`src/rtl/recorder_settings.svh`:
```
`ifndef RECORDER_SETTINGS_SVH
`define RECORDER_SETTINGS_SVH

//////////////////////////////
// audio data
//////////////////////////////

// bits per microphone / speaker sample
`define SAMPLE_WIDTH 8

// sample memory address bits
// 6 gives 64 locations, enough to fill in simulation; raise to 16 on a board
`define ADDR_WIDTH 6

//////////////////////////////
// timing
//////////////////////////////

// codec strobes per stored sample
`define DECIMATION 4

// clock cycles of stable button before the clean level moves
`define DEBOUNCE_CYCLES 16

`endif

```
`src/rtl/switch_debounce.sv`:
```
`timescale 1ns/100ps

`include "recorder_settings.svh"

module switch_debounce
(
	input logic clock,
	input logic reset,
	input logic noisy,
	output logic clean
);
	// counter has to reach the limit itself, hence the +1
	localparam int COUNT_WIDTH = $clog2(`DEBOUNCE_CYCLES + 1);
	localparam logic [COUNT_WIDTH-1:0] COUNT_LIMIT = COUNT_WIDTH'(`DEBOUNCE_CYCLES);

	// last value seen on the raw input
	logic last_seen;
	// cycles since the raw input last moved
	logic [COUNT_WIDTH-1:0] stable_count;

	always_ff @(posedge clock)
	begin
		if (reset)
		begin
			// take the button as it is, no waiting at power up
			last_seen <= noisy;
			clean <= noisy;
			stable_count <= '0;
		end
		else if (noisy != last_seen)
		begin
			// input moved, restart the timer
			last_seen <= noisy;
			stable_count <= '0;
		end
		else if (stable_count == COUNT_LIMIT)
		begin
			// stable long enough
			clean <= last_seen;
		end
		else
		begin
			// still waiting
			stable_count <= stable_count + COUNT_WIDTH'(1);
		end
	end

endmodule

```
`config.mk`:
```
export PLATFORM = sky130hd
export DESIGN_NAME = switch_debounce
export DESIGN_NICKNAME = d
export VERILOG_FILES = /design/src/rtl/switch_debounce.sv
export VERILOG_INCLUDE_DIRS = /design/src /design/src/rtl
export SDC_FILE = /design/constraint.sdc
export NUM_CORES = 1
export LEC_CHECK = 0
export BUFFER_PORTS_ARGS = -buffer_cell sky130_fd_sc_hd__buf_2
export CORE_AREA = 8 8 45 47
export DETAILED_ROUTE_END_ITERATION = 16
export DIE_AREA = 0 0 53 55
export PLACE_DENSITY = 0.51
export SKIP_CTS_REPAIR_TIMING = 1
export SKIP_LAST_GASP = 1
export SYNTH_ARGS = -nofsm -noshare
export SYNTH_HDL_FRONTEND = slang
export SYNTH_SLANG_ARGS = --single-unit
```
`constraint.sdc`:
```
create_clock -name clock -period 4.5 [get_ports clock]
set_clock_uncertainty 0.2 [all_clocks]
set_input_delay 0.225 -clock clock [delete_from_list [all_inputs] [get_ports clock]]
set_output_delay 0.225 -clock clock [all_outputs]
set_load 0.03 [all_outputs]
```
# Yosys cells after proc, flatten, opt, wreduce, memory -nomap -nowiden

Index checks and enable logic that the tools add are counted.

Bits in registers: 7
Input port bits: 3
Output and inout port bits: 1
Word-level logic and storage cells: 16

$add $sub $neg: 1
Equal/unequal tests: 3
Mux-type cells: 5
Reductions and logical operators: 4

Operators with widths:

| kind                                         | number |
|---|---|
| adder 5 x 1 -> 5 bit (second input constant) | 1 |
| equality test 5 bit (second input constant)  | 1 |
| two-way mux 1 bit                            | 5 |
| nonzero test 2 bit                           | 2 |
| != test 2 bit (second input constant)        | 1 |
| AND reduction 2 bit                          | 1 |
| OR reduction 2 bit                           | 1 |
| != test 1 bit                                | 1 |

# Depth between registers and ports, before layout

Gate-level depths: netlist (run 1).

Word-level depth: 4
Mapped depth: 5
Mapped depth without buffers: 5

# Worst setup path before layout (run 1)

No wires, ideal clock.

Kind: reg-to-reg
Start point: reg stable_count[0]
End point: reg clean (enable)
Library setup time: 0.241 ns
Arrival: 0.983 ns
Data required time: 4.059 ns
Slack: 3.076 ns
Cell stages (with the launch flop): 5
Buffers on the path: 0
Period minus slack after synthesis: 1.424 ns
Cells stage by stage: dfxtp_1 > inv_1 > ha_1 > and4bb_4 > a21o_2

Word-level cells in the longest chain between the ends: 3

RTL lines:

| element                       | line                  | RTL |
|---|---|---|
| start: declaration            | switch_debounce.sv:19 | `logic [COUNT_WIDTH-1:0] stable_count;` |
| start signal: assignment      | switch_debounce.sv:44 | `stable_count <= stable_count + COUNT_WIDTH'(1);` |
| equality test 5 bit           | switch_debounce.sv:36 | `else if (stable_count == COUNT_LIMIT)` |
| nonzero test 2 bit (no line)  | -                     |  |
| AND reduction 2 bit (no line) | -                     |  |
| end signal: assignment        | switch_debounce.sv:27 | `clean <= noisy;` |
| end signal: assignment        | switch_debounce.sv:39 | `clean <= last_seen;` |
| end: declaration              | switch_debounce.sv:10 | `output logic clean` |

No other way between the ends.
A chain may end at the register's enable or synchronous reset.

# Worst setup path in the final report (run 1)

Start point: in noisy
End point: reg stable_count[2]

Word-level cells in the longest chain between the ends: 2

RTL lines:

| element                      | line                  | RTL |
|---|---|---|
| start: declaration           | switch_debounce.sv:9  | `input logic noisy,` |
| != test 1 bit                | switch_debounce.sv:30 | `else if (noisy != last_seen)` |
| OR reduction 2 bit (no line) | -                     |  |

No other way between the ends.

==> reports/results.tsv, run 1 <==
stage	metric	value	unit
finish	Non-Filler Instances	52	
sta	fmax	660	MHz
synthesis	Compound-Gate Fraction of Synth Area	2.73	%
global_routing	Overall Global Routing Usage	4.22	%
sta	setup violators final	0	
place	# port buffers	3	
setup_path	end point of the critical path	stable_count[2]	
sta	PnR worst setup slack	2.98	ns
sta	slew at the pin closest to its max-slew limit	0.259	ns
synthesis	total number of yosys warnings	0	
setup_path	WP buf/inv	2	
power	PD cells	364	nW/um^2
floorplanning	die area	2920	sq um
setup_path	Worst EP required	4.47	ns
setup_path	worst reg2reg path depth	4	
setup_path	r2r endpoint	clean	
sta	TNS Setup	0	ns
floorplanning	Core Box Area	1380	sq um
sta	RSZ-0062 raised after global routing	no	
finish	most common cell after layout, fill and taps aside	dfxtp_1	
synthesis	syn_area_per_cell	11.4	sq um
synthesis	Synth Area in Simple Gates	16.8	%
floorplanning	Starting Density	23.1	%
setup_path	worst-path maximum fanout	6	
sta	Hold Violations, Final	0	
setup_path	Max stage delay cell, worst path	dlygate4sd3_1	
floorplanning	I/O pin cnt	4	
clocking	CTS tree	done	
global_routing	largest net degree at the start of global routing	7	
setup_path	CP Depth	5	
drt	DRT Pass-1 Iters	2	
min_path	hold depth	2	
sta	Final period util	33.7	%
power	Leak Pwr	0.147	nW
floorplanning	height of the die	55	um
setup_path	critical path, cell by cell	dlygate4sd3_1 -> buf_2 -> xnor2_1 -> nand2b_1 -> nor3_1	
sta	Slew HR	82.7	%
synthesis	post-synthesis sequential area ratio	50.0	%
setup_path	Reg2Reg Launch Point	stable_count[0]	
finish	commonest cells after routing, fill and taps aside	5 x dfxtp_1, 3 x xnor2_1, 3 x nor2_1, 3 x clkbuf_4, 3 x buf_2	
setup_path	CP top delay family	buffers and inverters	
clocking	Clock Sink Count	7	
clocking	Skew-Pair Late Insertion Delay	0.25	ns
sta	Tmin final	1.52	ns
setup_path	crit path DAT	1.49	ns
synthesis	syn_nets	33	
drt	Routed Antenna Nets	0	
finish	Final #Nets	42	
synthesis	largest family of logic cells by synthesized area	simple AND/OR/NAND/NOR gates	
global_routing	global-route wire length before repair	841	um
setup_path	WS Path Type	input pin to flip-flop	
place	placed cells	47	
finish	post-layout util	28.3	%
finish	diodes inserted	0	
clocking	clock transition at the registers of the reported paths	0.05	ns
setup_path	CP max stage delay	0.53	ns
floorplanning	DIE WIDTH	53	um
min_path	min-delay src	reset	
power	Power Total	143	uW
run	maxcap violations	0	
drt	DR iter-0 viols	4	
finish	layout cell share with drive strength beyond 1	25.0	%
synthesis	Post-Syn Area	320	sq um
sta	max-slew violations	0	
setup_path	Setup crit start	noisy	
place	Place WS	3.01	ns
clocking	CTS buffer count	3	
drt	DR vias	208	
power	peak supply drop	0.128	mV
floorplanning	FP Rows	14	
setup_path	startpoint types	input pin	
place	gpl congestion	0.629	
setup_path	Crit. End Element	flip-flop	
drt	routed len/inst	9.92	um
clocking	# H-tree levels	1	
synthesis	post-synthesis mux area share	6.64	%
outcome	outcome	completed	
setup_path	reg2reg setup slack	3.01	ns
synthesis	Seq cells post-synth	7	
clocking	root buffer cell	clkbuf_4	
clocking	Max clock buf depth	2	
synthesis	Synth Area in XOR/XNOR	13.7	%
global_routing	vias in the first global route	214	
synthesis	cell count after synthesis	28	
drt	Vias/cell	4.00	
global_routing	GR Overflow Total	0	
synthesis	Synth Area in Adders	7.81	%
min_path	min-delay worst type	input pin to flip-flop	
global_routing	antenna violations before repair	0	
drt	residual DRC count	0	
finish	P&R area growth vs syn	22.3	%
synthesis	post-synth cell types	14	
drt	drt total wl	516	um
sequential cells by signal, indices dropped and copies added (netlist names):
| signal | flops |
|---|---|
| stable_count | 5 |
| last_seen | 1 |
| clean | 1 |
per-stage QoR:
stage,hold WS [ns],instance area [sq um]
2_1_floorplan,0.124,320
3_3_place_gp,0.241,355
3_5_place_dp,0.249,355
4_1_cts,-0.0170,382
5_1_grt,0.0609,392
6_report,0.0759,392
worst min path at each step:
stage,to,slack (ns)
after global placement,last_seen,0.24
final,clean,0.08
after CTS,last_seen,-0.02
after detailed placement,last_seen,0.25
after floorplan,last_seen,0.12
after global routing,clean,0.06
cell usage after synthesis:
| master | count | share of area (%) |
|---|---|---|
| nor2_1 | 3 | 3.5 |
| xnor2_1 | 3 | 8.2 |
| and4bb_4 | 1 | 5.1 |
| xor2_1 | 2 | 5.5 |
| inv_1 | 2 | 2.3 |
| mux2i_1 | 1 | 3.1 |
| edfxtp_1 | 2 | 19 |
| dfxtp_1 | 5 | 31 |
| nand3_1 | 2 | 3.1 |
| nor3_1 | 2 | 3.1 |
| nand2b_1 | 1 | 2.0 |
| mux2_2 | 1 | 3.5 |
| ha_1 | 2 | 7.8 |
| a21o_2 | 1 | 2.7 |
kinds of logic (layout without fill, tap and decap cells):
family                   after synthesis  after routing
multiplexers                           2              2
flip-flops                             7              7
buffers and inverters                  2             10
adder cells (fa/ha/maj)                2              2
AND/OR/NAND/NOR                        9              9
AO/OA/AOI/OAI                          1              1
XOR/XNOR                               5              5
cell type report:
cell class | instances | area [sq um]
well taps | 16 | 20.0
clock buffers | 4 | 26.3
repair buffers | 4 | 25.0
flip-flops and latches | 7 | 160
multi-input cells | 19 | 153
inverters | 2 | 7.51
fillers | 151 | 992
per-layer routing:
metal	wire length (um)	track usage (%)	part of all wire, %	up-vias
met1	225	3.69	44	93
met3	48	4.28	9.3	0
li1	-	-	-	111
met4	0	1.29	0	0
met5	0	0	0	-
met2	242	6.64	47	4
report_power, final:
group / switching, mW / internal, mW / leakage (nW)
combinational: 0.00785 / 0.00662 / 0.0712
clock: 0.0237 / 0.0339 / 0.0150
sequential: 0.00201 / 0.0685 / 0.0606
total: 0.0336 / 0.109 / 0.147
No activity file was read; power rests on OpenSTA's default activity.
==> run 2: changes to the inputs <==
--- a/config.mk
+++ b/config.mk
@@ -6,11 +6,12 @@
 export SDC_FILE = /design/constraint.sdc
 export NUM_CORES = 1
 export LEC_CHECK = 0
+export ABC_AREA = 1
 export BUFFER_PORTS_ARGS = -buffer_cell sky130_fd_sc_hd__buf_2
 export CORE_AREA = 8 8 45 47
 export DETAILED_ROUTE_END_ITERATION = 16
 export DIE_AREA = 0 0 53 55
-export PLACE_DENSITY = 0.51
+export PLACE_DENSITY = 0.55
 export SKIP_CTS_REPAIR_TIMING = 1
 export SKIP_LAST_GASP = 1
 export SYNTH_ARGS = -nofsm -noshare
==> constraint.sdc (replaced) <==
create_clock -name clock -period 1.36 [get_ports clock]
set_clock_uncertainty 0.2 [all_clocks]
set_input_delay 0.068 -clock clock [delete_from_list [all_inputs] [get_ports clock]]
set_output_delay 0.068 -clock clock [all_outputs]
set_load 0.03 [all_outputs]
==> run 2 against run 1 <==
  * Sequential share of layout area decreased by 6.9 points
  * Die area is the same
  * Hold slack better by 0.21 ns
  * Critical path depth grew 1
  * Combinational power grew to 3.8 times the previous value
  * Global-route usage increased by 1.3 points
  * Total power grew to 3.4 times the previous value
  * Sequential cell count did not move
  * Setup slack got worse by 2.9 ns
  * Register-to-register slack got worse by 2.9 ns
  * Largest cell class is now multi-input combinational cells
  * Largest power group unchanged
==> reports/results.tsv, run 2 <==
stage	metric	value	unit	change
global_routing	Overall Global Routing Usage	5.49	%	was 4.22%
sta	fmax	773	MHz	
setup_path	r2r endpoint	clean		unchanged
finish	fill count	149		was 151
sta	setup violators final	0		unchanged
clocking	CTS tree	done		unchanged
setup_path	reg2reg setup slack	0.07	ns	was 3.01 ns
finish	P&R area growth vs syn	35.4	%	was 22.3%
synthesis	EDFF count, synth	2		unchanged
drt	DR iter-0 viols	1		was 4
floorplanning	FP Rows	14		unchanged
sta	PnR worst setup slack	0.0657	ns	was 2.98 ns
power	peak supply drop	0.300	mV	was 0.128 mV
finish	most common cell after layout, fill and taps aside	nand2_1		was dfxtp_1
sta	TNS Setup	0	ns	unchanged
sta	Tmin final	1.29	ns	
min_path	Min-Delay Endpoint	stable_count[4]		was clean
power	PD cells	1010	nW/um^2	was 364 nW/um^2
drt	routed len/inst	8.53	um	was 9.92 um
global_routing	vias in the first global route	260		was 214
synthesis	asr flop ratio synth	0	%	unchanged
synthesis	Seq cells post-synth	7		unchanged
place	Place WS	0.0454	ns	was 3.01 ns
place	dpl hpwl	471	um	
synthesis	cell count after synthesis	45		was 28
synthesis	most frequent cells after synthesis	10 x nand2_1, 8 x inv_1, 5 x dfxtp_1		was 5 x dfxtp_1, 3 x nor2_1, 3 x xnor2_1
sta	RSZ-0062 raised after global routing	yes		was no
setup_path	WS Path Type	flip-flop to flip-flop		was input pin to flip-flop
setup_path	worst reg2reg path depth	6		was 4
setup_path	Reg2Reg Launch Point	stable_count[0]		unchanged
sta	Final period util	95.2	%	
sta	max-slew violations	0		unchanged
place	gpl congestion	0.635		was 0.629
drt	drt total wl	640	um	was 516 um
global_routing	largest net degree at the start of global routing	7		unchanged
synthesis	syn_area_per_cell	7.79	sq um	was 11.4 sq um
finish	Largest register FFs	5		unchanged
drt	residual DRC count	0		unchanged
floorplanning	DIE WIDTH	53	um	unchanged
setup_path	Crit. End Element	flip-flop		unchanged
floorplanning	Starting Density	25.3	%	was 23.1%
power	Leak Pwr	0.231	nW	was 0.147 nW
min_path	hold depth	2		unchanged
sta	Hold Violations, Final	0		unchanged
synthesis	count leader, synth	nand2_1		was dfxtp_1
clocking	Clock Sink Count	7		unchanged
drt	DR vias	312		was 208
run	maxcap violations	0		unchanged
outcome	outcome	completed		unchanged
synthesis	Synth Flop Type	dfxtp_1		unchanged
finish	diodes inserted	0		unchanged
floorplanning	Core Box Area	1380	sq um	unchanged
min_path	min-delay src	stable_count[4]		was reset
drt	Routed Antenna Nets	0		unchanged
power	Power Total	480	uW	was 143 uW
finish	layout cell share with drive strength beyond 1	28.8	%	was 25.0%
place	# port buffers	3		unchanged
setup_path	startpoint types	flip-flop		was input pin
sta	slew at the pin closest to its max-slew limit	0.176	ns	was 0.259 ns
finish	fin area	474	sq um	was 392 sq um
finish	commonest cells after routing, fill and taps aside	10 x nand2_1, 7 x inv_1, 5 x buf_4		was 5 x dfxtp_1, 3 x xnor2_1, 3 x nor2_1, 3 x clkbuf_4, 3 x buf_2
finish	Largest Register	stable_count		unchanged
min_path	min-delay worst type	flip-flop to flip-flop		was input pin to flip-flop
synthesis	Post-Syn Area	350	sq um	was 320 sq um
setup_path	Worst EP required	1.13	ns	was 4.47 ns
synthesis	syn_nets	50		was 33
clocking	root buffer cell	clkbuf_4		unchanged
drt	DRT Pass-1 Iters	4		was 2
setup_path	crit path DAT	1.07	ns	was 1.49 ns
global_routing	antenna violations before repair	0		unchanged
place	Placed Instance Area	423	sq um	was 355 sq um
clocking	CTS buffer count	3		unchanged
synthesis	Synth area leaders	dfxtp_1 29%, edfxtp_1 17%, nand2_1 11%		was dfxtp_1 31%, edfxtp_1 19%, xnor2_1 8.2%
synthesis	post-synthesis sequential area ratio	45.7	%	was 50.0%
clocking	# H-tree levels	1		unchanged
global_routing	global-route wire length before repair	1070	um	was 841 um
setup_path	worst-path maximum fanout	2		was 6
sta	hold slack final	0.288	ns	was 0.0759 ns
finish	biggest regs	stable_count (5), clean (1), last_seen (1)		unchanged
finish	Final #Nets	65		was 42
floorplanning	I/O pin cnt	4		unchanged
clocking	Max clock buf depth	2		unchanged
clocking	Skew-Pair Late Insertion Delay	0.26	ns	was 0.25 ns
global_routing	GR Overflow Total	0		unchanged
sta	Slew HR	88.3	%	was 82.7%
floorplanning	height of the die	55	um	unchanged
synthesis	area leader, netlist	dfxtp_1		unchanged
synthesis	total number of yosys warnings	0		unchanged
synthesis	post-synth cell types	15		was 14
clocking	clock transition at the registers of the reported paths	0.06	ns	was 0.05 ns
synthesis	Synth top area share	28.6	%	was 31.3%
floorplanning	die area	2920	sq um	unchanged
drt	Vias/cell	4.16		was 4.00
## run 2: cell types whose count changed after synthesis, moves of 2 or more
cell	delta
inv_1	+6
a21oi_1	+3
nand2_1	+10
xnor2_1	-3
nand3_1	+2
nor3_1	-2
## run 2: cells by family after synthesis
| logic type | Yosys count | synth area share (%) |
|---|---|---|
| AO/OA/AOI/OAI | 5 | 7.14 |
| XOR/XNOR | 1 | 2.50 |
| AND/OR/NAND/NOR | 22 | 28.9 |
| buffers and inverters | 8 | 8.57 |
| flip-flops | 7 | 45.7 |
| adder cells (fa/ha/maj) | 2 | 7.14 |
## run 2: worst max-delay path, stage by stage (launching register included)
cell     delay [ns]
dfxtp_2        0.32
inv_2          0.05
ha_1           0.13
nand2_1        0.05
inv_1          0.08
nand2_2        0.06
o21ai_2        0.13
## run 2: stage by stage
| stage | utilization (%) | instances |
|---|---|---|
| 6_report | 34.3 | 75 |
| 5_1_grt | 34.3 | 75 |
| 4_1_cts | 32.5 | 73 |
| 3_5_place_dp | 30.6 | 69 |
| 3_3_place_gp | 30.6 | 69 |
| 2_1_floorplan | - | 45 |
## run 2: per-layer routing
layer | track usage (%) | wire length, um | vias up
met5 | 0 | 0 | -
met4 | 10.3 | 25 | 0
met3 | 0.802 | 25 | 2
met2 | 7.03 | 293 | 4
met1 | 5.69 | 296 | 133
li1 | - | - | 173
## run 2: power breakdown
| part | internal (mW) | total, mW | switching, mW |
|---|---|---|---|
| clock network | 0.112 | 0.196 | 0.0832 |
| registers | 0.226 | 0.230 | 0.00397 |
| logic | 0.0240 | 0.0548 | 0.0308 |
## run 2: final cells by class
type	instances	area, sq um	share of cell area, %
timing repair buffer	10	72.6	15.3
multi-input combinational	30	164	34.6
sequential	7	161	34.0
clock buffer	4	26.3	5.54
tap	16	20.0	4.22
inverter	8	30.0	6.33
## run 2: worst max path at each step
stage | startpoint | to | slack [ns] | cells past startpoint
CTS | stable_count[0] | clean | 0.04 | 6
floorplan | stable_count[0] | clean | 0.02 | 6
detailed placement | stable_count[0] | clean | 0.05 | 6
global route | stable_count[0] | clean | -0.02 | 6
global placement | stable_count[0] | clean | 0.06 | 6
finish | stable_count[0] | clean | 0.07 | 6
==> run 3: changes to the inputs <==
--- a/config.mk
+++ b/config.mk
@@ -12,6 +12,7 @@
 export DETAILED_ROUTE_END_ITERATION = 16
 export DIE_AREA = 0 0 53 55
 export PLACE_DENSITY = 0.55
+export SETUP_SLACK_MARGIN = 0.15
 export SKIP_CTS_REPAIR_TIMING = 1
 export SKIP_LAST_GASP = 1
 export SYNTH_ARGS = -nofsm -noshare
==> run 3 against run 2 <==
  * Core utilization rose by 2.0 points
  * Count of clock-buffer cells in the layout did not move
  * First-iteration DRC count rose to 8.0 times the previous value
  * Fmax barely moved
  * Combinational power rose by 24%
  * Via count rose by 0.96%
  * Cell area rose by 5.8%
  * Register-to-register slack barely moved
  * Final cell count fell by 1.3%
  * Hold slack got worse by 0.25 ns
==> reports/results.tsv, run 3 (same netlist as run 2, synthesis figures left out) <==
stage	metric	value	unit	change
clocking	CTS buffer count	3		unchanged
sta	Hold Violations, Final	0		unchanged
place	# port buffers	3		unchanged
drt	routed len/inst	9.01	um	was 8.53 um
sta	RSZ-0062 raised after global routing	yes		unchanged
outcome	outcome	completed		unchanged
sta	TNS Setup	0	ns	unchanged
global_routing	largest net degree at the start of global routing	7		unchanged
floorplanning	height of the die	55	um	unchanged
clocking	CTS tree	done		unchanged
sta	Final period util	95.1	%	was 95.2%
global_routing	Overall Global Routing Usage	5.04	%	was 5.49%
power	Internal	369	uW	was 362 uW
power	peak supply drop	0.314	mV	was 0.300 mV
power	Net Sw Frac	24.4	%	was 24.6%
power	Gate power share	13.9	%	was 11.4%
power	Seq pwr share	47.3	%	was 47.8%
clocking	root buffer cell	clkbuf_4		unchanged
clocking	# H-tree levels	1		unchanged
drt	drt total wl	667	um	was 640 um
finish	Largest register FFs	5		unchanged
setup_path	crit path DAT	1.05	ns	was 1.07 ns
finish	most common cell after layout, fill and taps aside	nand2_1		unchanged
global_routing	vias in the first global route	282		was 260
floorplanning	Core Box Area	1380	sq um	unchanged
global_routing	global-route wire length before repair	1080	um	was 1070 um
finish	layout cell share with drive strength beyond 1	44.8	%	was 28.8%
drt	DR iter-0 viols	8		was 1
setup_path	Worst EP required	1.12	ns	was 1.13 ns
finish	commonest cells after routing, fill and taps aside	8 x nand2_1, 5 x inv_1, 4 x nor2_1, 4 x nand3_1, 4 x buf_4		was 10 x nand2_1, 7 x inv_1, 5 x buf_4
sta	setup violators final	0		unchanged
run	maxcap violations	0		unchanged
finish	diodes inserted	0		unchanged
power	clock share of power	38.8	%	was 40.7%
min_path	min-delay worst type	input pin to flip-flop		was flip-flop to flip-flop
floorplanning	I/O pin cnt	4		unchanged
clocking	Max clock buf depth	2		unchanged
power	Leak Pwr	0.224	nW	was 0.231 nW
finish	Non-Filler Instances	74		was 75
power	PD cells	973	nW/um^2	was 1010 nW/um^2
sta	Tmin final	1.29	ns	about the same
power	switching pwr	119	uW	was 118 uW
finish	P&R area growth vs syn	43.2	%	was 35.4%
finish	Final #Nets	64		was 65
drt	DRT Pass-1 Iters	3		was 4
setup_path	Crit. End Element	flip-flop		unchanged
sta	Slew HR	86.2	%	was 88.3%
setup_path	startpoint types	flip-flop		unchanged
clocking	Skew-Pair Late Insertion Delay	0.25	ns	was 0.26 ns
drt	Vias/cell	4.26		was 4.16
sta	fmax	773	MHz	about the same
floorplanning	DIE WIDTH	53	um	unchanged
finish	biggest regs	stable_count (5), clean (1), last_seen (1)		unchanged
setup_path	worst-path maximum fanout	3		was 2
global_routing	GR Overflow Total	0		unchanged
sta	max-slew violations	0		unchanged
finish	Largest Register	stable_count		unchanged
floorplanning	die area	2920	sq um	unchanged
drt	Routed Antenna Nets	0		unchanged
floorplanning	Starting Density	25.3	%	unchanged
setup_path	WS Path Type	flip-flop to flip-flop		unchanged
clocking	Clock Sink Count	7		unchanged
place	gpl congestion	0.697		was 0.635
clocking	clock transition at the registers of the reported paths	0.05	ns	was 0.06 ns
drt	residual DRC count	0		unchanged
global_routing	antenna violations before repair	0		unchanged
power	Power Total	488	uW	was 480 uW
floorplanning	FP Rows	14		unchanged
place	placed cells	65		was 69
sta	slew at the pin closest to its max-slew limit	0.206	ns	was 0.176 ns
drt	DR vias	315		was 312
-- run 3: cell types whose count changed in the layout (fill, tap and decap cells not counted) --
cell	change
a21oi_1	-2
a21oi_2	+2
buf_4	-1
dfxtp_1	-2
dfxtp_2	+2
ha_1	-2
ha_2	+1
ha_4	+1
inv_1	-2
inv_2	+2
nand2_1	-2
nand2_2	+1
nand2_4	+1
-- run 3: final timing paths --
kind	startpoint	to	slack, ns	cells past startpoint
max	stable_count[0]	clean	0.07	6
min	noisy	stable_count[1]	0.04	4
max reg2reg	stable_count[0]	clean	0.07	6
min reg2reg	stable_count[4]	stable_count[4]	0.30	2
-- run 3: routing by layer --
layer,vias to the layer above,routed length [um],part of all wire (%),global-route usage (%)
li1,173,-,-,-
met1,134,305,46,5.67
met2,6,317,48,7.62
met3,2,27,4.0,1.07
met4,0,16,2.4,5.17
met5,-,0,0,0
-- run 3: stage by stage --
stage | instance area [sq um] | hold slack [ns] | setup WS (ns) | util (%)
floorplan | 368 | -0.0331 | 0.0927 | -
global placement | 410 | 0.102 | 0.0603 | 29.7
detailed placement | 410 | 0.102 | 0.0446 | 29.7
CTS | 437 | -0.158 | 0.0377 | 31.6
global route | 502 | 0.0646 | 0.00132 | 36.3
finish | 502 | 0.0357 | 0.0666 | 36.3
-- run 3: cell type report --
cell class / count / area [sq um]
Clock buffer: 4 / 26.3
Multi-Input combinational cell: 30 / 196
Tap cell: 16 / 20.0
Timing Repair Buffer: 9 / 65.1
Inverter: 8 / 30.0
Fill cell: 148 / 882
Sequential cell: 7 / 164
-- run 3: critical path: stages, from the launching register on --
cell	delay, ns
dfxtp_2	0.32
inv_2	0.06
ha_4	0.12
nand2_2	0.04
inv_2	0.08
nand2_4	0.06
o21ai_2	0.13
-- run 3: power groups by stage --
stage	clock network, mW	logic [mW]	registers [mW]
floorplan	0	0.0308	0.241
global placement	0	0.0544	0.236
detailed placement	0	0.0530	0.236
CTS	0.196	0.0531	0.232
global route	0.220	0.0773	0.231
finish	0.190	0.0679	0.231
